<file path="config.mk">
export PLATFORM = sky130hd
export DESIGN_NAME = lsu_store_align
export DESIGN_NICKNAME = d
export VERILOG_FILES = /design/src/hdl/lsu_pkg.sv /design/src/hdl/lsu_store_align.sv
export VERILOG_INCLUDE_DIRS = /design/src /design/src/hdl
export SDC_FILE = /design/constraint.sdc
export NUM_CORES = 1
export LEC_CHECK = 0
export BUFFER_PORTS_ARGS = -buffer_cell sky130_fd_sc_hd__clkbuf_2
export CAP_MARGIN = 10
export CORE_ASPECT_RATIO = 0.9
export CORE_MARGIN = 1.5
export CORE_UTILIZATION = 25
export DETAILED_ROUTE_END_ITERATION = 6
export GPL_TIMING_DRIVEN = 0
export PLACE_DENSITY = 0.81
export SLEW_MARGIN = 20
export SYNTH_ARGS = -nofsm -noshare
export SYNTH_HDL_FRONTEND = slang
export SYNTH_SLANG_ARGS = --single-unit
</file>
<file path="constraint.sdc">
create_clock -name vclk -period 0.8
set_input_delay 0.04 -clock vclk [all_inputs]
set_output_delay 0.04 -clock vclk [all_outputs]
set_load 0.02 [all_outputs]
</file>
<file path="src/hdl/lsu_defines.svh">
// lsu defines
// global sizing constants for the load/store stage and its memory
// data path width, register index width, ram depth and wait states

`ifndef LSU_DEFINES_SVH
`define LSU_DEFINES_SVH

// width of data and addresses in bits
`define LSU_DATA_W 32

// width of a destination register index
`define LSU_REG_W 5

// ram depth in 32-bit words
// address bits above the word index are dropped, so accesses wrap
`define LSU_RAM_WORDS 256

// idle cycles spent by the controller before every ram access
// zero is legal and gives the shortest access
`define LSU_WAIT_STATES 2

`endif

</file>
<file path="src/hdl/lsu_pkg.sv">
// lsu package
// shared types for the load/store stage, the aligners and the memory controller
// word and register index vectors, operation codes, controller states

`include "lsu_defines.svh"

package lsu_pkg;

	// addresses and data words
	typedef logic [`LSU_DATA_W-1:0] word_t;

	// destination register index
	typedef logic [`LSU_REG_W-1:0] reg_idx_t;

	// operation presented by the upstream stage
	typedef enum logic [3:0] {
		OP_ALU = 4'd0,
		// loads, signed then unsigned
		OP_LB  = 4'd1,
		OP_LH  = 4'd2,
		OP_LW  = 4'd3,
		OP_LBU = 4'd4,
		OP_LHU = 4'd5,
		// stores
		OP_SB  = 4'd6,
		OP_SH  = 4'd7,
		OP_SW  = 4'd8
	} lsu_op_e;

	// memory controller states
	typedef enum logic [1:0] {
		MEM_IDLE   = 2'd0,
		MEM_WAIT   = 2'd1,
		MEM_ACCESS = 2'd2
	} mem_state_e;

endpackage

</file>
<file path="src/hdl/lsu_store_align.sv">
// store aligner
// copies store data onto every byte lane it may land in
// and builds the byte strobe from the access size and the low address bits

`timescale 1ns/1ps

module lsu_store_align (
	input  lsu_pkg::lsu_op_e op_i,
	input  lsu_pkg::word_t   addr_i,
	input  lsu_pkg::word_t   store_data_i,
	output lsu_pkg::word_t   ram_wdata_o,
	output logic [3:0]       ram_strb_o
);

	always_comb begin
		case (op_i)
			lsu_pkg::OP_SB: begin
				// low byte on all four lanes, one lane enabled
				ram_wdata_o = {4{store_data_i[7:0]}};
				ram_strb_o  = 4'b0001 << addr_i[1:0];
			end
			lsu_pkg::OP_SH: begin
				// low half on both halves, bit 0 of the address ignored
				ram_wdata_o = {2{store_data_i[15:0]}};
				ram_strb_o  = 4'b0011 << {addr_i[1], 1'b0};
			end
			lsu_pkg::OP_SW: begin
				ram_wdata_o = store_data_i;
				ram_strb_o  = 4'b1111;
			end
			default: begin
				// loads and alu ops never write
				ram_wdata_o = store_data_i;
				ram_strb_o  = 4'b0000;
			end
		endcase
	end

endmodule

</file>
# [Yosys cells after proc, flatten, opt, wreduce, memory -nomap -nowiden]
# Cells that the tools add are included.
[word_totals] regBits=0 inputBits=68 output_inout_bits=36 elab_cells=7
[classes] eq_ne=3 shifts=2 n_mux=2
[op_table] operator="$pmux W32 S2" count=1
[op_table] operator="$pmux W4 S3" count=1
[op_table] operator="$eq A4 B3 Y1 const B" count=2
[op_table] operator="$eq A4 B4 Y1 const B" count=1
[op_table] operator="$shl A1 B2 Y4 const A" count=1
[op_table] operator="$shl A2 B2 Y4 const A" count=1

# [Longest topological paths before layout]
[depth] word_depth=2 mapped_depth=3 ltp_nobuf=2

# [Worst setup path before layout]
# OpenSTA, ideal clock, no wires.
[synth_path] kind="in2out" startpoint="input port op_i[3]" endpoint="output port ram_strb_o[0]" t_arrival_ns=0.948 required_ns=0.760 path_slack_ns=-0.188 cell_stages=3 path_buffers=1 cell_sequence="nand3b_1 -> buf_2 -> o31ai_1"
[synth_between] elab_chain_cells=2 word_cells_on_any_way=4 classes_between="eq/ne: 3; mux: 1"
[synth_lines] item="start, declared" line="lsu_store_align.sv:8" rtl="input lsu_pkg::lsu_op_e op_i,"
[synth_lines] item="$eq A4 B4 Y1 or $eq A4 B3 Y1 (tied branches)" line="lsu_store_align.sv:16" rtl="case (op_i)"
[synth_lines] item="$pmux W4 S3 *" line="lsu_store_align.sv:16"
[synth_lines] item="end, declared" line="lsu_store_align.sv:12" rtl="output logic [3:0] ram_strb_o"
# Mark *: on every way between the ends. The rest lies on a longest branch, timed or not.

# [Worst setup path in the final report]
[layout_path] startpoint="input port op_i[0]" endpoint="output port ram_wdata_o[15]"
[layout_between] elab_chain_cells=2 word_cells_on_any_way=3 classes_between="eq/ne: 2; mux: 1"
[layout_lines] item="$eq A4 B3 Y1" line="lsu_store_align.sv:16"
[layout_lines] item="$pmux W32 S2 *" line="lsu_store_align.sv:16"
[layout_lines] item="end, declared" line="lsu_store_align.sv:11" rtl="output lsu_pkg::word_t ram_wdata_o,"
# Marked as above.

==> impl_results.md <==
* First-pass GRT wire length at 2.477 mm
* Via density at 4.519
* Hold Path Class: input pin to output pin
* Routed len/inst at 12.38 µm
* Final Hold Viols at 0
* Setup ws final at -0.2885 ns
* Max cap viols at 0
* Maximum clock frequency at 0.9187 GHz
* Post-CTS setup buffers at 0
* Sequential fraction of the synthesis area at 0%
* Clock buffers at 0
* Setup crit end kind: output pin
* Cells after synthesis at 54
* Average size of a mapped cell at 10.38 µm²
* Crit Path Category: input pin to output pin
* Placed cells at 155
* Number of global-route vias before repair at 586
* Post-synth top area share at 48.21%
* Leakage at 0.6732 nW
* Die Wd at 52.91 µm
* Die ar. at 0.002535 mm²
* Worst-Margin Slew at 0.2836 ns
* DRT Pass-1 Iters at 2
* Buffers on Ports at 74
* Final Cycle Share at 136.1%
* WL met3 at 185 µm
* Final setup violating endpoints at 28
* Post-synthesis cell area at 560.5 µm²
* Routed wire length at 1.932 mm
* Final Critical Period at 1.089 ns
* Worst setup SP type: input pin
* Initial DRC count at 2
* Most area-consuming cells after synthesis: mux2_2 48%, mux2_4 21%, buf_4 11%
* Critical Path AT at 1.05 ns
* Post-Syn Nets at 122
* Ys Warns at 0
* Post-synth top cells: 24 x mux2_2, 8 x buf_4, 8 x mux2_4
* FF/Latch Area at 0 µm²
* Synth-to-Final Area Change at 113.8%
* Nets@finish at 199
* Vias at 705
* Initial Utilization at 26.17%
* Crit-path max FO at 8
* Ant. Diodes at 0
* RSZ-0062 raised after global routing: true
* Core area at 0.002142 mm²
* Final setup TNS at -6.813 ns
* Most common cell in the synthesized netlist: mux2_2
* CTS Hold Bufs at 0
* Gpl congestion at 0.6379
* Final Non-Filler Cells at 156
* Met2 wire length at 993 µm
* HPWL after DPL at 1.493 mm
* Wire length on met1 at 753 µm
* Tot GR Track Use at 12.79%
* Synth cell types at 12
* Pins Over Slew Limit at 0
* Failing checks: negative setup slack
* Max transition margin at 81.03%
* Worst slack at placement at -0.3163 ns
* DRC viols at 0
* Remaining global-route overflow at 0
* Die height at 47.92 µm
* Power density over the cells at 640.2 mW/mm²
* Overall power at 0.7674 mW
* Maximum VDD drop at 0.3622 mV
* Data required, critical path at 0.76 ns
* Area leader, netlist: mux2_2
* Pin count of the biggest net entering global routing at 11
* Routed Antenna Nets at 0
* IO Count at 104
* FF+latch count at 0
* Max layer used: met3
* Share of layout cells above drive strength 1 at 96.12%
* Rows at 16
* Antenna violations before repair at 0
* Status: finished with violations
[critical path: stages]
cell and delay [ns]:
buf_8 0.10, and4bb_1 0.27, buf_6 0.17, mux2_4 0.32, buf_6 0.13
[routing by layer]
metal | vias up | track usage [%]
met1 | 308 | 14.84
li1 | 349 | -
met2 | 48 | 27.50
met4 | 0 | 0
met5 | - | 0
met3 | 0 | 0.6250
[cell type report]
class,instances,area [µm²]
Tap cell,27,33.78
Fill cell,184,943.4
Multi-Input combinational cell,41,545.5
Inverter,1,3.754
Buffer,12,108.9
Timing Repair Buffer,75,506.7
[placed cells by master, fill, tap and decap left out]
master,instances
and4bb_1,1
clkbuf_8,1
or4b_4,1
nand3b_1,1
mux2_2,10
buf_2,4
o31ai_2,3
clkbuf_2,48
buf_8,3
buf_6,17
nor2b_1,1
clkbuf_4,1
o31ai_4,1
nor2_1,1
buf_4,13
inv_1,1
mux2_4,22
[logic make-up after synthesis]
logic type	Yosys count	synth area share (%)
simple gates	5	7.812
buf+inv	13	17.19
compound gates	4	5.357
mux	32	69.64
[worst paths after layout]
check | start | endpoint | slack, ns | cells after the start
setup / recovery | op_i[0] | ram_wdata_o[15] | -0.29 | 5
hold / removal | store_data_i[25] | ram_wdata_o[25] | 0.39 | 3
[what timing repair did]
action,4_1_cts,5_1_grt
cloned,1,0
resized for setup,10,63
setup endpoints to repair,28,28
pin swaps,1,2
[per-stage QoR]
step,hold WS (ns),util [%],instance area (µm²)
finish,0.3936,55.96,1199
global route,0.4097,55.96,1199
CTS,0.4328,50.06,1072
detailed placement,0.4327,47.84,1025
global placement,0.4296,47.84,1025
floorplan,0.1624,-,620.6
[where the power goes]
part	total [mW]	internal [mW]	switching, mW
clock network	0	0	0
logic	0.767	0.425	0.342
registers	0	0	0
total	0.767	0.425	0.342
Note: power is estimated with default switching activity, not from simulation.
