<file path="config.mk">
export PLATFORM = sky130hd
export DESIGN_NAME = lsu_load_extend
export DESIGN_NICKNAME = d
export VERILOG_FILES = /design/src/hdl/lsu_pkg.sv /design/src/hdl/lsu_load_extend.sv
export VERILOG_INCLUDE_DIRS = /design/src /design/src/hdl
export SDC_FILE = /design/constraint.sdc
export NUM_CORES = 1
export LEC_CHECK = 0
export ABC_AREA = 0
export BUFFER_PORTS_ARGS = -buffer_cell sky130_fd_sc_hd__buf_2
export CELL_PAD_IN_SITES_DETAIL_PLACEMENT = 1
export CELL_PAD_IN_SITES_GLOBAL_PLACEMENT = 1
export CORE_ASPECT_RATIO = 1.1
export CORE_MARGIN = 2
export CORE_UTILIZATION = 23
export DETAILED_ROUTE_END_ITERATION = 7
export PLACE_DENSITY = 0.95
export SYNTH_ARGS = -nofsm -noshare
export SYNTH_HDL_FRONTEND = slang
export SYNTH_SLANG_ARGS = --single-unit
</file>
<file path="constraint.sdc">
create_clock -name vclk -period 4
set_clock_uncertainty 0.1 [all_clocks]
set_input_delay 1 -clock vclk [all_inputs]
set_output_delay 1 -clock vclk [all_outputs]
set_load 0.01 [all_outputs]
</file>
<file path="src/hdl/lsu_defines.svh">
// lsu defines
// global sizing constants for the load/store stage and its memory
// data path width, register index width, ram depth and wait states

`ifndef LSU_DEFINES_SVH
`define LSU_DEFINES_SVH

// width of data and addresses in bits
`define LSU_DATA_W 32

// width of a destination register index
`define LSU_REG_W 5

// ram depth in 32-bit words
// address bits above the word index are dropped, so accesses wrap
`define LSU_RAM_WORDS 256

// idle cycles spent by the controller before every ram access
// zero is legal and gives the shortest access
`define LSU_WAIT_STATES 2

`endif

</file>
<file path="src/hdl/lsu_pkg.sv">
// lsu package
// shared types for the load/store stage, the aligners and the memory controller
// word and register index vectors, operation codes, controller states

`include "lsu_defines.svh"

package lsu_pkg;

	// addresses and data words
	typedef logic [`LSU_DATA_W-1:0] word_t;

	// destination register index
	typedef logic [`LSU_REG_W-1:0] reg_idx_t;

	// operation presented by the upstream stage
	typedef enum logic [3:0] {
		OP_ALU = 4'd0,
		// loads, signed then unsigned
		OP_LB  = 4'd1,
		OP_LH  = 4'd2,
		OP_LW  = 4'd3,
		OP_LBU = 4'd4,
		OP_LHU = 4'd5,
		// stores
		OP_SB  = 4'd6,
		OP_SH  = 4'd7,
		OP_SW  = 4'd8
	} lsu_op_e;

	// memory controller states
	typedef enum logic [1:0] {
		MEM_IDLE   = 2'd0,
		MEM_WAIT   = 2'd1,
		MEM_ACCESS = 2'd2
	} mem_state_e;

endpackage

</file>
<file path="src/hdl/lsu_load_extend.sv">
// load extender
// moves the addressed byte or half of the read word down to bit 0
// and sign- or zero-extends it according to the load type

`timescale 1ns/1ps

module lsu_load_extend (
	input  lsu_pkg::lsu_op_e op_i,
	input  lsu_pkg::word_t   addr_i,
	input  lsu_pkg::word_t   ram_rdata_i,
	output lsu_pkg::word_t   load_data_o
);

	lsu_pkg::word_t shifted;

	// byte offset times eight
	assign shifted = ram_rdata_i >> {addr_i[1:0], 3'b000};

	always_comb begin
		case (op_i)
			lsu_pkg::OP_LB: begin
				load_data_o = {{24{shifted[7]}}, shifted[7:0]};
			end
			lsu_pkg::OP_LH: begin
				load_data_o = {{16{shifted[15]}}, shifted[15:0]};
			end
			lsu_pkg::OP_LBU: begin
				load_data_o = {24'h000000, shifted[7:0]};
			end
			lsu_pkg::OP_LHU: begin
				load_data_o = {16'h0000, shifted[15:0]};
			end
			default: begin
				// word load, offset is zero for aligned words
				load_data_o = shifted;
			end
		endcase
	end

endmodule

</file>
After elaboration in Yosys (flattened, before gate mapping)
Index checks and enable logic that the tools add are counted.
Storage, ports and cells
  logic and storage cells: 6
  input bits: 68
  memory bits (read-only): 0
  register bits after elaboration: 0
  bits in writable memories: 0
  memories: 0
  latch bits: 0
  output and inout bits: 32
Operators by class
  $add $sub $neg: 0
  div/mod/pow operators: 0
  bitwise gates (word level): 0
  reduce and logical (&&, ||, !) cells: 0
  shift-type cells: 1
  muxes and demuxes: 1
  $mul: 0
  $lt $le $gt $ge: 0
  equality and inequality tests: 4
Operator list (number)
  $pmux 32 s4: 1
  $shr 32x5->32: 1
  $eq 4x3->1 const B: 2
  $eq 4x1->1 const B: 1
  $eq 4x2->1 const B: 1

Depth between registers and ports, before layout
  word-level depth: 2
  mapped depth: 5
  gate-level depth less buffers: 3

Least setup slack after synthesis
No wires, ideal clock.
  path type: in2out
  start: input addr_i[1]
  end: output load_data_o[17]
  buffers on the path: 2
  stages on the path: 5
  data required time: 2.900 ns
  arrival time: 2.079 ns
  setup slack: 0.821 ns
  cell sequence: buf_6 -> mux4_2 -> nand2_2 -> buf_4 -> o221ai_1
Between the ends
  cells in the longest elaborated chain, start to end: 2
Ends and longest elaborated chain
  from (decl): line lsu_load_extend.sv:9  | input lsu_pkg::word_t addr_i,
  $shr 32x5->32: line lsu_load_extend.sv:17  | assign shifted = ram_rdata_i >> {addr_i[1:0], 3'b000};
  $pmux 32 s4: line lsu_load_extend.sv:20  | case (op_i)
  to (decl): line lsu_load_extend.sv:11  | output lsu_pkg::word_t load_data_o
No other way between the ends.

Final worst setup path
  start: input op_i[2]
  end: output load_data_o[30]
Between the ends
  cells in the longest elaborated chain, start to end: 2
  elaborated cells on any way between the ends: 5
  classes of those cells: eq/ne: 4; mux: 1
Ends and longest elaborated chain
  from (decl): line lsu_load_extend.sv:8  | input lsu_pkg::lsu_op_e op_i,
  $eq 4x3->1 (tied with other cells): line lsu_load_extend.sv:20
  $pmux 32 s4 (*): line lsu_load_extend.sv:20
Every way passes the cells marked *; elsewhere a longest branch is shown, timed or not.

==> impl_metrics.yaml <==
status:
  status: "complete, no violations"
clocking:
  cts_setup_buffers: 0
  hold_buffers: 0
  cts_resized: 0
synthesis:
  post_synth.cell_area_avg_um2: 7.823
  yosysSeqAreaShare_pct: 0
  syn_area_um2: 805.8
  syn_nets: 171
  synth_largest_area_cell: "mux2i_1"
  synth_cell_types: 27
  syn_inst: 103
  yosysTopAreaCellShare_pct: 11.18
  yosys_warnings: 0
  synth_area_leaders: "mux2i_1 (11%), mux2_2 (11%), o221ai_1 (9.8%)"
  netlist_top_cells_count: "mux2i_1 (9), o221ai_1 (9), mux2_2 (8), nor2b_1 (8), o21ai_0 (8)"
hold_path:
  hold_path.startpoint: "ram_rdata_i[14]"
  hold_end: "load_data_o[6]"
  hold_class: "in -> out"
  hold_depth: 4
final_layout:
  nFillCells: 459
  drive_above_1_share_pct: 53.33
  area_growth_pct: 44.57
  nFlopsAndLatches: 0
  utilization_pct: 34.69
  nClkBuffers: 0
  nets: 235
  regArea_um2: 0
  diodes: 0
critical_path:
  critPathCaptureType: "primary output"
  crit_fanout: 18
  crit_type: "in -> out"
  cp.required_ps: 2900
  arrival_ps: 2480
  crit_path_start_kind: "input port"
placed_design:
  port_buffers: 70
  place.gp.congestion: 0.7510
  dpl.hpwl_um: 2579
power:
  p_sw_w: 0.00008175
  ir_worst_vdd_mv: 0.03289
  p_int_w: 0.00006705
  netSwitchingFraction_pct: 54.94
  leakage_nw: 0.5475
  p_seq_share_pct: 0
  clockPowerShare_pct: 0
  comb_power_share_pct: 100.0
  p_per_area_nw_per_um2: 127.7
global_routing:
  grt_pass1_wl_um: 4995
  antenna_found_initial: 0
  grt_pass1_vias: 1091
  grt_util_all_layers_pct: 15.68
  grt.overflow.total: 0
  grt_max_degree: 25
floorplan:
  core_area_um2: 3358
  chipHeight_um: 66.08
  io_pins: 100
  dieArea_um2: 3993
  row_count: 22
  initial_core_util_pct: 23.99
  die_w_um: 60.44
drt:
  initialDrtViolationCount: 53
  routedWlPerCell_um: 15.32
  drc: 0
  vias_per_cell: 5.357
  routed_wl_um: 3264
  ant_nets: 0
  drt-pass1-iter-count: 4
  vias: 1141
timing:
  worstMarginPinSlew_ps: 515.9
  report.final.slew_viol_count: 0
  slew_headroom_pct: 65.48
  tns_ps: 0
  hold_ws_ps: 2278
  period_needed_ps: 3581
  hold_viol_final: 0
  rsz0062_at_grt: "false"
  timing.fmax_mhz: 279.2
  finalCritPeriodShare_pct: 89.54
  finalSetupViolCount: 0
run:
  cap_violations: 0
## layout by cell type (no fill, tap or decap)
cell type  count
a22oi_1        6
mux2i_1        9
o211ai_1       7
or2_2          1
o21ai_0        8
o2111ai_1      7
a21oi_4        1
xnor2_1        1
mux2_2         8
buf_2         70
mux4_2         1
nand2_2        1
a21oi_1        7
o221ai_1       9
nor2_1         3
clkinv_1       1
nand2b_1       1
nor4b_1        1
a211oi_1       7
nor2b_1        8
and3b_1        1
o211ai_2       1
buf_4          5
or4b_1         1
## critical path, stage by stage
cell and delay (ps):
buf_2 130, or4b_1 680, buf_4 270, o2111ai_1 110, o211ai_1 120, buf_2 170
## logic make-up (layout without fill, tap and decap cells)
kind of cell | after synthesis | after routing | synth area share, %
AO/OA/AOI/OAI | 53 | 53 | 48.91
XOR/XNOR | 1 | 1 | 1.087
buffers and inverters | 14 | 76 | 11.49
multiplexers | 18 | 18 | 25.16
AND/OR/NAND/NOR | 17 | 17 | 13.36
## layer usage
metal / routed length, um / vias to the layer above / track usage, %
li1: - / 560 / -
met3: 205 / 2 / 1.566
met4: 27 / 0 / 1.359
met5: 0 / - / 0
met1: 1479 / 539 / 21.28
met2: 1553 / 40 / 27.45
## power groups by stage
stage	Sequential, W	Combinational [W]	Clock (W)
3_5_place_dp	0	0.000149	0
3_3_place_gp	0	0.000146	0
2_1_floorplan	0	0.0000871	0
4_1_cts	0	0.000150	0
6_report	0	0.000149	0
5_1_grt	0	0.000163	0
## final cells by class
type	instances	area, um^2	area share [%]
Tap cell	48	60.06	5.156
Inverter	1	3.754	0.3222
Multi-Input combinational cell	89	713.2	61.22
Timing Repair Buffer	75	387.9	33.30
## stage by stage
| stage | area (um^2) | std cells | setup WS (ps) | total power, W |
|---|---|---|---|---|
| CTS | 1165 | 213 | 424.0 | 0.0001498 |
| floorplan | 805.8 | 103 | 821.2 | 0.00008714 |
| global placement | 1165 | 213 | 436.7 | 0.0001463 |
| detailed placement | 1165 | 213 | 427.4 | 0.0001491 |
| global route | 1165 | 213 | 315.8 | 0.0001631 |
| finish | 1165 | 213 | 418.6 | 0.0001488 |
## how the worst max path moves through the flow
| stage | startpoint | end | cells past startpoint |
|---|---|---|---|
| floorplan | addr_i[1] | load_data_o[17] | 5 |
| global placement | op_i[2] | load_data_o[30] | 6 |
| detailed placement | op_i[2] | load_data_o[29] | 6 |
| CTS | op_i[2] | load_data_o[29] | 6 |
| global route | op_i[2] | load_data_o[29] | 6 |
| finish | op_i[2] | load_data_o[30] | 6 |
Power figures use the tool's default switching activity.
