File: src/hdl/lsu_defines.svh
// lsu defines
// global sizing constants for the load/store stage and its memory
// data path width, register index width, ram depth and wait states

`ifndef LSU_DEFINES_SVH
`define LSU_DEFINES_SVH

// width of data and addresses in bits
`define LSU_DATA_W 32

// width of a destination register index
`define LSU_REG_W 5

// ram depth in 32-bit words
// address bits above the word index are dropped, so accesses wrap
`define LSU_RAM_WORDS 256

// idle cycles spent by the controller before every ram access
// zero is legal and gives the shortest access
`define LSU_WAIT_STATES 2

`endif

File: src/hdl/lsu_pkg.sv
// lsu package
// shared types for the load/store stage, the aligners and the memory controller
// word and register index vectors, operation codes, controller states

`include "lsu_defines.svh"

package lsu_pkg;

	// addresses and data words
	typedef logic [`LSU_DATA_W-1:0] word_t;

	// destination register index
	typedef logic [`LSU_REG_W-1:0] reg_idx_t;

	// operation presented by the upstream stage
	typedef enum logic [3:0] {
		OP_ALU = 4'd0,
		// loads, signed then unsigned
		OP_LB  = 4'd1,
		OP_LH  = 4'd2,
		OP_LW  = 4'd3,
		OP_LBU = 4'd4,
		OP_LHU = 4'd5,
		// stores
		OP_SB  = 4'd6,
		OP_SH  = 4'd7,
		OP_SW  = 4'd8
	} lsu_op_e;

	// memory controller states
	typedef enum logic [1:0] {
		MEM_IDLE   = 2'd0,
		MEM_WAIT   = 2'd1,
		MEM_ACCESS = 2'd2
	} mem_state_e;

endpackage

File: src/hdl/mem_ctrl.sv
// memory controller
// sequences one request: wait states, a single ram access, a completion pulse
// the done pulse lines up with the registered ram read data

`timescale 1ns/1ps

module mem_ctrl (
	input  logic clock,
	input  logic rstn,
	input  logic mem_sel_i,
	input  logic mem_write_i,
	input  logic timer_expired_i,
	output logic timer_load_o,
	output logic ram_en_o,
	output logic ram_we_o,
	output logic mem_done_o
);

	lsu_pkg::mem_state_e state_q;
	lsu_pkg::mem_state_e state_d;

	logic start;

	// select is still high while the done pulse is out, so hold off one cycle
	assign start = (state_q == lsu_pkg::MEM_IDLE) & mem_sel_i & ~mem_done_o;

	always_comb begin
		state_d = state_q;
		case (state_q)
			lsu_pkg::MEM_IDLE: begin
				if (start) begin
					state_d = lsu_pkg::MEM_WAIT;
				end
			end
			lsu_pkg::MEM_WAIT: begin
				if (timer_expired_i) begin
					state_d = lsu_pkg::MEM_ACCESS;
				end
			end
			lsu_pkg::MEM_ACCESS: begin
				state_d = lsu_pkg::MEM_IDLE;
			end
			default: begin
				state_d = lsu_pkg::MEM_IDLE;
			end
		endcase
	end

	always_ff @(posedge clock) begin
		if (!rstn) begin
			state_q    <= lsu_pkg::MEM_IDLE;
			mem_done_o <= 1'b0;
		end else begin
			state_q    <= state_d;
			// ram output is valid the cycle after the access
			mem_done_o <= (state_q == lsu_pkg::MEM_ACCESS);
		end
	end

	assign timer_load_o = start;
	assign ram_en_o     = (state_q == lsu_pkg::MEM_ACCESS);
	assign ram_we_o     = (state_q == lsu_pkg::MEM_ACCESS) & mem_write_i;

endmodule

File: config.mk
export PLATFORM = sky130hd
export DESIGN_NAME = mem_ctrl
export DESIGN_NICKNAME = d
export VERILOG_FILES = /design/src/hdl/lsu_pkg.sv /design/src/hdl/mem_ctrl.sv
export VERILOG_INCLUDE_DIRS = /design/src /design/src/hdl
export SDC_FILE = /design/constraint.sdc
export NUM_CORES = 1
export LEC_CHECK = 0
export ABC_AREA = 0
export BUFFER_PORTS_ARGS = -buffer_cell sky130_fd_sc_hd__clkbuf_2
export CAP_MARGIN = 10
export CORE_AREA = 2 2 39 41
export DETAILED_ROUTE_END_ITERATION = 16
export DIE_AREA = 0 0 41 43
export MAX_ROUTING_LAYER = met4
export PLACE_DENSITY = 0.32
export SETUP_SLACK_MARGIN = 0.4
export SLEW_MARGIN = 10
export SYNTH_ARGS = -nofsm -noshare
export SYNTH_HDL_FRONTEND = slang
export SYNTH_SLANG_ARGS = --single-unit
File: constraint.sdc
create_clock -name clock -period 1.96 [get_ports clock]
set_input_delay 0 -clock clock [delete_from_list [all_inputs] [get_ports clock]]
set_output_delay 0 -clock clock [all_outputs]
set_load 0.1 [all_outputs]
Yosys cells after proc, flatten, opt, wreduce, memory -nomap -nowiden
Cells that the tools add are included.
{ "word_totals": {"reg_bits": 3, "in_bits": 5, "out_inout_bits": 4, "word_cells": 15} }
{ "op_classes": {"n_eq_ne": 4, "muxes": 3, "bitwise": 4, "n_reduce_logical": 2} }
{ "op_table": {"columns": ["operator", "count"], "rows": [
  ["2-bit two-way mux", 2],
  ["2-bit != test (second input constant)", 2],
  ["2-bit one-hot mux with 2 select lines", 1],
  ["1-bit AND", 3],
  ["2-bit by 1-bit == test with 1-bit output (second input constant)", 1],
  ["2-bit == test (second input constant)", 1],
  ["2-bit zero test", 1],
  ["2-bit AND reduction", 1],
  ["1-bit inverter", 1]
]} }

Longest topological paths before layout
{ "logic_depth": {"word_depth": 5, "depth_mapped": 2, "mapped_depth_nobuf": 2} }

Worst setup path before layout
OpenSTA, ideal clock, no wires.
{ "synth_path": {"path_kind": "flip-flop to output port", "from": "reg mem_done_o", "to": "out timer_load_o", "t_arrival_ps": 3886, "t_required_ps": 1960, "setup_slack_ps": -1926, "stages_incl_launch_ff": 2, "path_buffers": 0, "path_cell_list": "dfxtp_1 -> nor4b_1"} }
{ "synth_via": {"elab_chain_len": 2} }
{ "synth_rtl": {"columns": ["element", "line", "source"], "rows": [
  ["start: declaration", "mem_ctrl.sv:16", "output logic mem_done_o"],
  ["start signal: assignment", "mem_ctrl.sv:56", "mem_done_o <= (state_q == lsu_pkg::MEM_ACCESS);"],
  ["1-bit inverter", "mem_ctrl.sv:25", "assign start = (state_q == lsu_pkg::MEM_IDLE) & mem_sel_i & ~mem_done_o;"],
  ["1-bit AND", "mem_ctrl.sv:25", null],
  ["end: declaration", "mem_ctrl.sv:13", "output logic timer_load_o,"]
]} }
Every way passes these cells.

Final worst setup path
{ "layout_path": {"from": "reg state_q[0]", "to": "out ram_we_o"} }
{ "layout_via": {"elab_chain_len": 2} }
{ "layout_rtl": {"columns": ["element", "line", "source"], "rows": [
  ["start: declaration", "mem_ctrl.sv:19", "lsu_pkg::mem_state_e state_q;"],
  ["start signal: assignment", "mem_ctrl.sv:51", "state_q <= lsu_pkg::MEM_IDLE;"],
  ["start signal: assignment", "mem_ctrl.sv:54", "state_q <= state_d;"],
  ["2-bit == test", "mem_ctrl.sv:62", "assign ram_we_o = (state_q == lsu_pkg::MEM_ACCESS) & mem_write_i;"],
  ["1-bit AND", "mem_ctrl.sv:62", null],
  ["end: declaration", "mem_ctrl.sv:15", "output logic ram_we_o,"]
]} }
Every way passes these cells.

==> flow_summary_export.csv <==
group,metric,value,unit
global_routing,grt_pass1_wl,517,um
power_and_ir_drop,vdd_drop_max,154,uV
drt,via_per_inst,3.02,
die,start_util,0.0904,
power_and_ir_drop,switching_share,0.294,
yosys,synth.cell_area,125,um^2
setup_path,worstSetupEndpointType,"primary output",
yosys,yosys_warnings,0,
clock_tree,cts_buffers,3,
final_layout,nets,33,
yosys,synth_area_leader_cell,"dfxtp_1",
die,io_pins,9,
place,port_buffers,8,
clock_tree,clock-root-buffer,"clkbuf_4",
setup_path,path_max_fanout,5,
final_layout,fill_cells,154,
power_and_ir_drop,pwr-share-comb,0.202,
setup_path,start_kind,"flip-flop",
clock_tree,htreeDepth,1,
drt,drt_wl_total,302,um
final_layout,final_cell_mix,"clkbuf_2, clkbuf_4, dlygate4sd3_1, dfxtp_1",
place,place_congestion,0.661,
power_and_ir_drop,seq_power_share,0.309,
global_routing,grt_pass1_vias,133,
die,dieArea,1760,um^2
timing,rsz0062_at_grt,"no",
setup_path,r2r_start,"state_q[0]",
power_and_ir_drop,power_frac_clock,0.489,
die,core-area,1380,um^2
global_routing,antenna_found_initial,0,
power_and_ir_drop,power.internal,155,uW
hold_path,min_path_type,"primary input to flip-flop",
hold_path,min_from,"mem_sel_i",
final_layout,insertedDiodeCount,0,
yosys,avgSynthCellArea,9.62,um^2
clock_tree,cts_tree,"done",
setup_path,crit_start,"state_q[0]",
die,dieHeight,43,um
timing,finalCritPeriodShare,0.740,
setup_path,path_class,"flip-flop to primary output",
yosys,yosysTopAreaCellShare,0.480,
yosys,ys_types,10,
yosys,synth_cells,13,
setup_path,worstPathArrival,1450,ps
timing,worst_pin_slew,540,ps
timing,maxSlewViolCount,0,
clock_tree,path_clk_slew,40,ps
die,core.rowCount,14,
clock_tree,clkSinkCount,3,
yosys,synth.area.top_cells,"dfxtp_1, and2_1, and2b_2",
yosys,synth_nets,18,
timing,fmax,690,MHz
global_routing,grt_max_degree,6,
drt,drt_first_pass_iters,4,
setup_path,cp.required,1960,ps
clock_tree,post_cts_resized,0,
clock_tree,clk_latency,230,ps
flow_run,max_cap_violations,0,
power_and_ir_drop,power_density,884,nW/um^2
drt,antenna_left,0,
global_routing,overflow,0,
drt,drc,0,
timing,skew,4.22,ps
yosys,ys_ff_latch,3,
timing,setup_viol,0,
drt,post_drt_wl_per_cell,7.02,um
final_layout,drive_above_1_share,0.556,
timing,hold_viol,0,
power_and_ir_drop,p_leak,0.000120,uW
global_routing,grtUsageTotal,0.0524,
timing,relSlewSlack,0.642,
timing,setup_tns,0,ps
drt,drt_iter0_drc,2,
drt,vias,130,
final_layout,utilization,0.180,
power_and_ir_drop,power.switching,64.8,uW
status,outcome,"complete, no violations",
final_layout,areaGrowthSynthToFinish,99.0,%
clock_tree,clockBufferDepth,2,
yosys,synth_seq_area_share,0.480,
timing,period_minus_slack,1450,ps
die,die_w,41,um
final_layout,final_common_cell,"clkbuf_2",
state kept, by name (all words and copies together), names as in the netlist:
signal / flops
mem_done_o: 1
state_q: 2
logic make-up (layout without fill, tap and decap cells):
logic type,after synthesis,after routing,share of synthesized area
flip-flops,3,3,0.480
AO/OA/AOI/OAI,1,1,0.0400
AND/OR/NAND/NOR,9,9,0.480
buffers and inverters,0,14,0
synthesized netlist by cell type:
library cell and instances:
a21oi_1 1, nand2b_1 1, or3b_1 1, and2b_2 1
nand2_1 1, nor4b_1 1, dfxtp_1 3, or2b_1 1
nor2_1 1, and2_1 2
power groups by stage:
| stage | Sequential, uW | Clock, uW | Combinational [uW] |
|---|---|---|---|
| finish | 68.0 | 108 | 44.5 |
| global placement | 69.1 | 0 | 41.5 |
| CTS | 68.0 | 114 | 44.6 |
| global route | 68.5 | 119 | 47.1 |
| detailed placement | 69.0 | 0 | 41.5 |
| floorplan | 70.6 | 0 | 31.3 |
area by class of cell:
type	count	area (um^2)	share of cell area
clock buffer	4	26.3	0.106
tap	16	20.0	0.0804
timing repair buffer	10	60.1	0.241
sequential	3	61.3	0.246
multi-input combinational	10	81.3	0.327
through the flow:
stage	instance area [um^2]	hold slack (ps)	instances	worst slack (ps)	total power, uW
after floorplan	143	122	13	323	102
after global placement	203	236	37	756	111
after detailed placement	203	234	37	758	110
after CTS	249	117	43	495	227
after global routing	249	127	43	429	235
final	249	129	43	510	220
final timing paths:
| kind | endpoint | slack (ps) | cells after the start |
|---|---|---|---|
| setup / recovery | ram_we_o | 510 | 3 |
| hold / removal | state_q[0] | 130 | 3 |
| setup reg to reg | state_q[0] | 1000 | 2 |
| hold reg to reg | state_q[1] | 510 | 2 |
metal layers:
metal	GRT usage	vias to the layer above	wire [um]
li1	-	70	-
met1	0.0609	52	159
met2	0.0438	8	114
met3	0.0314	0	27
met4	0.0800	0	0
met5	-	-	0
critical path, cell delays in order, from the launching register on:
cell and delay (ps):
dfxtp_1 410, and2b_2 260, and2_2 180, clkbuf_2 360
repair_timing:
| action | 4_1_cts | 5_1_grt |
|---|---|---|
| buffers inserted | 0 | 0 |
| hold buffers | 2 | 0 |
| hold endpoints to repair | 2 | 0 |
(Power assumes the default switching activity.)
