[src/hdl/lsu_defines.svh]
// lsu defines
// global sizing constants for the load/store stage and its memory
// data path width, register index width, ram depth and wait states

`ifndef LSU_DEFINES_SVH
`define LSU_DEFINES_SVH

// width of data and addresses in bits
`define LSU_DATA_W 32

// width of a destination register index
`define LSU_REG_W 5

// ram depth in 32-bit words
// address bits above the word index are dropped, so accesses wrap
`define LSU_RAM_WORDS 256

// idle cycles spent by the controller before every ram access
// zero is legal and gives the shortest access
`define LSU_WAIT_STATES 2

`endif

[src/hdl/lsu_pkg.sv]
// lsu package
// shared types for the load/store stage, the aligners and the memory controller
// word and register index vectors, operation codes, controller states

`include "lsu_defines.svh"

package lsu_pkg;

	// addresses and data words
	typedef logic [`LSU_DATA_W-1:0] word_t;

	// destination register index
	typedef logic [`LSU_REG_W-1:0] reg_idx_t;

	// operation presented by the upstream stage
	typedef enum logic [3:0] {
		OP_ALU = 4'd0,
		// loads, signed then unsigned
		OP_LB  = 4'd1,
		OP_LH  = 4'd2,
		OP_LW  = 4'd3,
		OP_LBU = 4'd4,
		OP_LHU = 4'd5,
		// stores
		OP_SB  = 4'd6,
		OP_SH  = 4'd7,
		OP_SW  = 4'd8
	} lsu_op_e;

	// memory controller states
	typedef enum logic [1:0] {
		MEM_IDLE   = 2'd0,
		MEM_WAIT   = 2'd1,
		MEM_ACCESS = 2'd2
	} mem_state_e;

endpackage

[src/hdl/lsu_stage.sv]
// load/store pipeline stage
// holds one operation between the upstream and write-back handshakes
// issues a select/write request for loads and stores and waits for completion
// picks the write-back value and its write flag

`timescale 1ns/1ps

module lsu_stage (
	input  logic               clock,
	input  logic               rstn,
	input  logic               in_valid_i,
	input  lsu_pkg::lsu_op_e   op_i,
	input  lsu_pkg::word_t     addr_i,
	input  lsu_pkg::word_t     wdata_i,
	input  lsu_pkg::reg_idx_t  rd_i,
	input  logic               wbu_allowin_i,
	input  logic               mem_done_i,
	input  lsu_pkg::word_t     load_data_i,
	output logic               lsu_allowin_o,
	output logic               wbu_valid_o,
	output logic               wd_o,
	output lsu_pkg::reg_idx_t  rd_o,
	output lsu_pkg::word_t     result_o,
	output logic               mem_sel_o,
	output logic               mem_write_o,
	output lsu_pkg::lsu_op_e   op_o,
	output lsu_pkg::word_t     addr_o,
	output lsu_pkg::word_t     store_data_o
);

	// control flags
	logic              valid_q;
	logic              done_q;
	// operation payload
	lsu_pkg::lsu_op_e  op_q;
	lsu_pkg::word_t    addr_q;
	lsu_pkg::word_t    wdata_q;
	lsu_pkg::reg_idx_t rd_q;
	// extended load word captured on completion
	lsu_pkg::word_t    rdata_q;

	logic is_load;
	logic is_store;
	logic ready_go;
	logic accept;

	// operation class decode
	assign is_load  = (op_q == lsu_pkg::OP_LB)  || (op_q == lsu_pkg::OP_LH) ||
	                  (op_q == lsu_pkg::OP_LW)  || (op_q == lsu_pkg::OP_LBU) ||
	                  (op_q == lsu_pkg::OP_LHU);
	assign is_store = (op_q == lsu_pkg::OP_SB) || (op_q == lsu_pkg::OP_SH) ||
	                  (op_q == lsu_pkg::OP_SW);

	// alu ops finish at once, memory ops once the controller has answered
	assign ready_go      = ~(is_load | is_store) | done_q;
	assign lsu_allowin_o = ~valid_q | (ready_go & wbu_allowin_i);
	assign wbu_valid_o   = valid_q & ready_go;
	assign accept        = in_valid_i & lsu_allowin_o;

	always_ff @(posedge clock) begin
		if (!rstn) begin
			valid_q <= 1'b0;
		end else if (lsu_allowin_o) begin
			valid_q <= in_valid_i;
		end
	end

	// done flag is cleared by a new operation and set by the completion pulse
	always_ff @(posedge clock) begin
		if (!rstn) begin
			done_q <= 1'b0;
		end else if (accept) begin
			done_q <= 1'b0;
		end else if (mem_done_i) begin
			done_q <= 1'b1;
		end
	end

	always_ff @(posedge clock) begin
		if (accept) begin
			op_q    <= op_i;
			addr_q  <= addr_i;
			wdata_q <= wdata_i;
			rd_q    <= rd_i;
		end
	end

	always_ff @(posedge clock) begin
		if (mem_done_i) begin
			rdata_q <= load_data_i;
		end
	end

	// request stays up from the first held cycle until completion
	assign mem_sel_o    = valid_q & (is_load | is_store) & ~done_q;
	assign mem_write_o  = valid_q & is_store;
	assign op_o         = op_q;
	assign addr_o       = addr_q;
	assign store_data_o = wdata_q;

	// write-back selection; stores return zero
	assign rd_o     = rd_q;
	assign result_o = is_load ? rdata_q :
	                  is_store ? '0 : addr_q;
	assign wd_o     = valid_q & (is_load | ((op_q == lsu_pkg::OP_ALU) && (rd_q != '0)));

endmodule

[config.mk]
export PLATFORM = sky130hd
export DESIGN_NAME = lsu_stage
export DESIGN_NICKNAME = d
export VERILOG_FILES = /design/src/hdl/lsu_pkg.sv /design/src/hdl/lsu_stage.sv
export VERILOG_INCLUDE_DIRS = /design/src /design/src/hdl
export SDC_FILE = /design/constraint.sdc
export NUM_CORES = 1
export LEC_CHECK = 0
export ABC_AREA = 0
export BUFFER_PORTS_ARGS = -buffer_cell sky130_fd_sc_hd__buf_2
export CAP_MARGIN = 20
export CORE_AREA = 3 3 126 128
export DETAILED_ROUTE_END_ITERATION = 8
export DIE_AREA = 0 0 129 131
export GPL_TIMING_DRIVEN = 0
export HOLD_SLACK_MARGIN = 0.06
export PLACE_DENSITY = 0.59
export SYNTH_ARGS = -nofsm -noshare
export SYNTH_HDL_FRONTEND = slang
export SYNTH_SLANG_ARGS = --single-unit
[constraint.sdc]
create_clock -name clock -period 6.4 [get_ports clock]
set_input_delay 0.32 -clock clock [delete_from_list [all_inputs] [get_ports clock]]
set_output_delay 0.32 -clock clock [all_outputs]
set_load 0.005 [all_outputs]
# Yosys cells after proc, flatten, opt, wreduce, memory -nomap -nowiden
# Index checks and enable logic that the tools add are counted.
# classes
n_lt_le_gt_ge,0
shift,0
muxes,2
n_reduce_logical,10
eq_ne,8
div_mod_pow,0
mul,0
add_sub_neg,0
n_bitwise,15
# ops
cell,n
32-bit 2-to-1 mux,2
4-bit by 3-bit equality test with 1-bit output (second input constant),4
4-bit by 2-bit equality test with 1-bit output (second input constant),2
1-bit AND,7
1-bit logical OR,6
5-bit nonzero test,1
4-bit by 1-bit equality test with 1-bit output (second input constant),1
4-bit equality test (second input constant),1
4-bit logical NOT,1
1-bit NOT,4
1-bit OR,4
2-bit OR reduction,1
1-bit logical AND,1
# word_totals
out_inout_bits,110
input_bits,110
mem_bits_rw,0
rom_bits,0
reg_bits,107
memories,0
latchBits,0

# Logic depth before layout (Yosys ltp)
# logic_depth
depth_word,12
depth_mapped,5
mapped_depth_nobuf,3

# Worst setup path before layout
# Ideal clock, no wire load.
# synth_path
path_type,reg2reg
startpoint,register op_q[1] (netlist: op_o[1])
endpoint,"register addr_q[0] (netlist: addr_o[0]), enable pin"
path_stages_with_launch,4
period_less_slack_ns,3.156
setup_slack_ns,3.244
n_path_buf,0
arrival_ns,2.716
path_cell_list,edfxtp_1 nor4_1 or4_4 and3_1
# synth_between
elab_chain_len,11
elab_cells_between_ends,20
classes_between,eq/ne (8); bitwise (6); reduce/logical (6)
# synth_rtl
element,line,source
start: declaration,lsu_stage.sv:35,lsu_pkg::lsu_op_e op_q;
start signal: assignment,lsu_stage.sv:81,op_q <= op_i;
4-bit by 1-bit equality test with 1-bit output or 4-bit by 2-bit equality test with 1-bit output (tied branches),lsu_stage.sv:48,assign is_load = (op_q == lsu_pkg::OP_LB) || (op_q == lsu_pkg::OP_LH) ||
1-bit logical OR (2 in a row),lsu_stage.sv:48,
1-bit logical OR (2 in a row),lsu_stage.sv:49,(op_q == lsu_pkg::OP_LW) || (op_q == lsu_pkg::OP_LBU) ||
1-bit OR *,lsu_stage.sv:55,assign ready_go = ~(is_load | is_store) | done_q;
1-bit NOT *,lsu_stage.sv:55,
1-bit OR *,lsu_stage.sv:55,
1-bit AND *,lsu_stage.sv:56,assign lsu_allowin_o = ~valid_q | (ready_go & wbu_allowin_i);
1-bit OR *,lsu_stage.sv:56,
1-bit AND *,lsu_stage.sv:58,assign accept = in_valid_i & lsu_allowin_o;
via accept,lsu_stage.sv:45,logic accept;
end signal: assignment,lsu_stage.sv:82,addr_q <= addr_i;
end: declaration,lsu_stage.sv:36,lsu_pkg::word_t addr_q;
# The timed path passes the listed nets; every way through them passes the cells marked *.
# A chain may end at the register's enable or synchronous reset.

# Worst setup path after layout
# layout_path
startpoint,register op_q[1] (netlist: op_o[1])
endpoint,output port result_o[23]
# layout_between
elab_chain_len,6
elab_cells_between_ends,16
classes_between,eq/ne (8); mux (2); reduce/logical (6)
# layout_rtl
element,line,source
4-bit by 1-bit equality test with 1-bit output or 4-bit by 2-bit equality test with 1-bit output (tied branches),lsu_stage.sv:48,
1-bit logical OR (2 in a row),lsu_stage.sv:48,
1-bit logical OR (2 in a row),lsu_stage.sv:49,
32-bit 2-to-1 mux *,lsu_stage.sv:103,assign result_o = is_load ? rdata_q :
end: declaration,lsu_stage.sv:23,"output lsu_pkg::word_t result_o,"
# Every way passes the cells marked *; elsewhere a longest branch is shown, timed or not.

==> results by stage <==
Outcome:
- The flow ran to the end, and the final reports show no timing, DRC or antenna violations.

Setup path:
- The worst endpoint required time is 6.08 ns.
- The critical path data arrival time is 2.24 ns.
- The critical path in this run is classified as reg2out.
- By instance count, the cell type seen most on the critical path is sky130_fd_sc_hd__clkbuf_1.
- In this run the worst path has a maximum fanout of 10.
- Tracing the worst setup path back leads to its startpoint at op_o[1]$_DFFE_PP_.
- The worst setup path is launched from a register.
- The signal on the critical path passes through a21oi_1, nor2b_1, clkbuf_1, clkbuf_1, a22o_1, buf_2.
- The startpoint identified for the worst register-to-register timing path is op_o[1]$_DFFE_PP_.
- The kind of cell adding the most delay to the critical path is buffers and inverters.
- For this run, the slowest stage of the critical path takes 0.52 ns.
- The number of cells on the worst reg-to-reg path is 4.
- STA classifies the critical path endpoint as an output pin.
- For this design, the slowest cell found on the critical path is sky130_fd_sc_hd__clkbuf_1.
- The worst setup slack for register-to-register paths is 4.19 ns.
- The number of buffers and inverters on the critical path is 3.
- In this run the number of cells on the critical path is 6.
- In this run the critical register-to-register path is captured at store_data_o[0]$_DFFE_PP_.

Timing:
- Across all setup checks in the final design, the least slack found is 3.84 ns.
- Setup repair after global routing left no endpoint under its margin.
- The time the final worst path needs with I/O delays and setup is 2.56 ns.
- The final clock period utilization by the worst path is 0.400.
- The number of pins exceeding their max-slew limit in the final report is 0.
- The tightest slew margin relative to the limit is 0.424.
- The post-route clock skew is 0.00781 ns.
- For this run, the top clock speed supported by timing is 391 MHz.
- The final hold violation count was 0.
- Setup total negative slack on the finished layout was measured at 0 ns.
- Setup violations remaining at the end of the flow were counted as 0.
- The actual transition at the worst max-transition pin is 0.864 ns.

Global routing:
- The first global-routing pass estimated 14700 microns of wire.
- The initial antenna violation count came to 1.
- The via count of the first global-routing pass is 2613.
- Entering global routing, the biggest net connects 44 pins.
- The total routing resource utilization after global routing is 0.118.
- Global routing finished with a remaining overflow of 0.

Run:
- The max capacitance violation total is 0.

Power and ir drop:
- Of the total power, combinational logic draws 0.107.
- The net switching share of the total power is 0.219.
- The worst-case IR drop observed on VDD is 0.000134 V.
- Of the total power, the clock network draws 0.368.
- The internal power summed over all cells is 0.00126 W.
- The leakage power is 2.29 nW.
- In this run the power density over the cells is 301 nW/um^2.
- The reported net switching power is 0.000354 W.
- Of the total power, registers draw 0.525.

Min path:
- The origin of the worst min-delay path is wdata_i[31].
- Along the worst hold path, the cell count comes to 1.
- The endpoint of the worst hold-timing path is store_data_o[31]$_DFFE_PP_.
- The path class of the tightest hold or removal check is in2reg.

Synthesis:
- When the netlist entered floorplanning its net count stood at 282.
- The count of yosys warnings during synthesis is 0.
- Yosys mapped the design onto 24 distinct sky130hd cell types.
- Synthesis inferred 107 register bits.
- The average cell area after synthesis is 21.4 sq um.
- Counting flops with a built-in enable in the synthesized netlist gives 105.
- The prevailing post-synth register cell is sky130_fd_sc_hd__edfxtp_1.
- Summing every instance area after synthesis gives 3680 sq um.
- The number of instances in the synthesized netlist is 172.
- The proportion of register bits with asynchronous set or reset after synthesis is 0.
- The share of the Yosys chip area taken by registers is 0.868.

Clock network:
- TritonCTS built the clock tree.
- The deepest clock path buffer count is 2.
- The post-CTS setup buffer count is 0.
- In this run the number of H-tree levels came out at 3.
- The clock drives 107 sinks.
- After clock tree synthesis, the repair step resized 0 gates.
- Counting the buffers created by CTS gives 9.
- The clock transition time at the flip-flop clock pins of the worst setup and hold paths is 0.07 ns.
- Buffers inserted to repair hold after CTS numbered 0.
- For the worst-skew pair, the clock arrives at the later sink with an insertion delay of 0.35 ns.
- The clock root buffer is sky130_fd_sc_hd__clkbuf_16.

Detailed routing:
- The detailed-routing iteration count for the pre-antenna-repair pass is 4.
- The total wire length is 10000 microns.
- In the routed layout, each cell is associated on average with a via count of 4.19.
- The DRC marker count from the first detailed-route iteration is 61.
- The detail route stage leaves a number of antenna-violating nets equal to 0.
- After detailed routing, the average wire length per cell comes to 16.8 microns.
- The final route contains 2501 vias.
- The DRC violations left is 0.

Floorplanning:
- The effective utilization at floorplan is 0.246.
- 220 I/O pins were placed.
- The floorplan step set the die width to 129 microns.
- The row count is 45.
- The floorplan step defined a core boundary enclosing 15000 sq um.
- The total die area is 16900 sq um.
- Measured along the y axis, the die boundary spans 131 microns.

Layout:
- The most common library cell in the layout ignoring fill and taps is sky130_fd_sc_hd__buf_2.
- The area growth from synthesis to layout is 45.7%.
- The net total in the final layout is 513.
- The top cell types in the final layout, fill and taps aside, are 220 x sky130_fd_sc_hd__buf_2, 105 x sky130_fd_sc_hd__edfxtp_1, 32 x sky130_fd_sc_hd__a22o_1.
- In the final layout, the share of cells above drive strength 1 is 0.593.

Place:
- The worst slack after detailed placement is 4.14 ns.
- Detailed placement ended at an HPWL of 7590 microns.
- The count of input and output buffers is 219.
- The congestion estimate from routability-driven global placement came to 0.746.
area by class of cell:
class | instances | area, sq um
clock inverters | 7 | 97.6
flip-flops and latches | 107 | 3190
well taps | 188 | 235
diodes | 1 | 2.50
clock buffers | 9 | 225
fillers | 1449 | 9620
multi-input cells | 53 | 414
repair buffers | 220 | 1120
inverters | 4 | 15.0
plain buffers | 8 | 61.3
power groups by stage:
stage | Combinational, W | Clock [W] | Sequential [W]
2_1_floorplan | 0.0000584 | 0 | 0.000867
3_3_place_gp | 0.000173 | 0 | 0.000866
3_5_place_dp | 0.000179 | 0 | 0.000864
4_1_cts | 0.000179 | 0.000618 | 0.000849
5_1_grt | 0.000194 | 0.000645 | 0.000854
6_report | 0.000173 | 0.000595 | 0.000848
cell usage after synthesis (2+ instances only):
library cell               count  share of area
sky130_fd_sc_hd__and3_1        2         0.0034
sky130_fd_sc_hd__inv_1         4         0.0041
sky130_fd_sc_hd__clkbuf_1      3         0.0031
sky130_fd_sc_hd__a31oi_1       2         0.0034
sky130_fd_sc_hd__buf_6         4          0.012
sky130_fd_sc_hd__a22o_1       32          0.076
sky130_fd_sc_hd__dfxtp_1       2          0.011
sky130_fd_sc_hd__a21oi_1       2         0.0027
sky130_fd_sc_hd__nor3_1        2         0.0027
sky130_fd_sc_hd__edfxtp_1    105           0.86
sequential cells by signal, summed over array words and instances, names as in the netlist:
name / cells
addr_o: 32
done_q: 1
op_o: 4
rd_o: 5
rdata_q: 32
store_data_o: 32
valid_q: 1
metrics by stage:
step / util / area [sq um] / hold WS, ns / power, W / std cells
final: 0.358 / 5360 / 0.141 / 0.00162 / 597
after floorplan: - / 3680 / 0.419 / 0.000925 / 172
after detailed placement: 0.336 / 5030 / 0.498 / 0.00104 / 580
after global placement: 0.335 / 5010 / 0.496 / 0.00104 / 579
after CTS: 0.358 / 5360 / 0.123 / 0.00165 / 596
after global routing: 0.358 / 5360 / 0.117 / 0.00169 / 597
how the worst max path moves through the flow:
stage	end	slack, ns
final	result_o[23]	3.84
after global routing	result_o[17]	3.53
after CTS	result_o[23]	3.75
after detailed placement	result_o[23]	4.14
after global placement	store_data_o[0]$_DFFE_PP_	2.36
after floorplan	addr_o[0]$_DFFE_PP_	3.24
per-layer routing:
layer  global-route usage  up-vias  wire length [microns]
met1                0.129     1207                   3690
met2                0.202      121                   5260
li1                     -     1165                      -
met5                    0        -                      0
met4               0.0445        0                    146
met3               0.0553        8                    942
logic make-up after synthesis:
kind of cell | share of synthesized area
AOI/OAI and AO/OA | 0.0881
buffers and inverters | 0.0207
DFF | 0.868
and+or+nand+nor | 0.0231
Power figures use the tool's default switching activity.
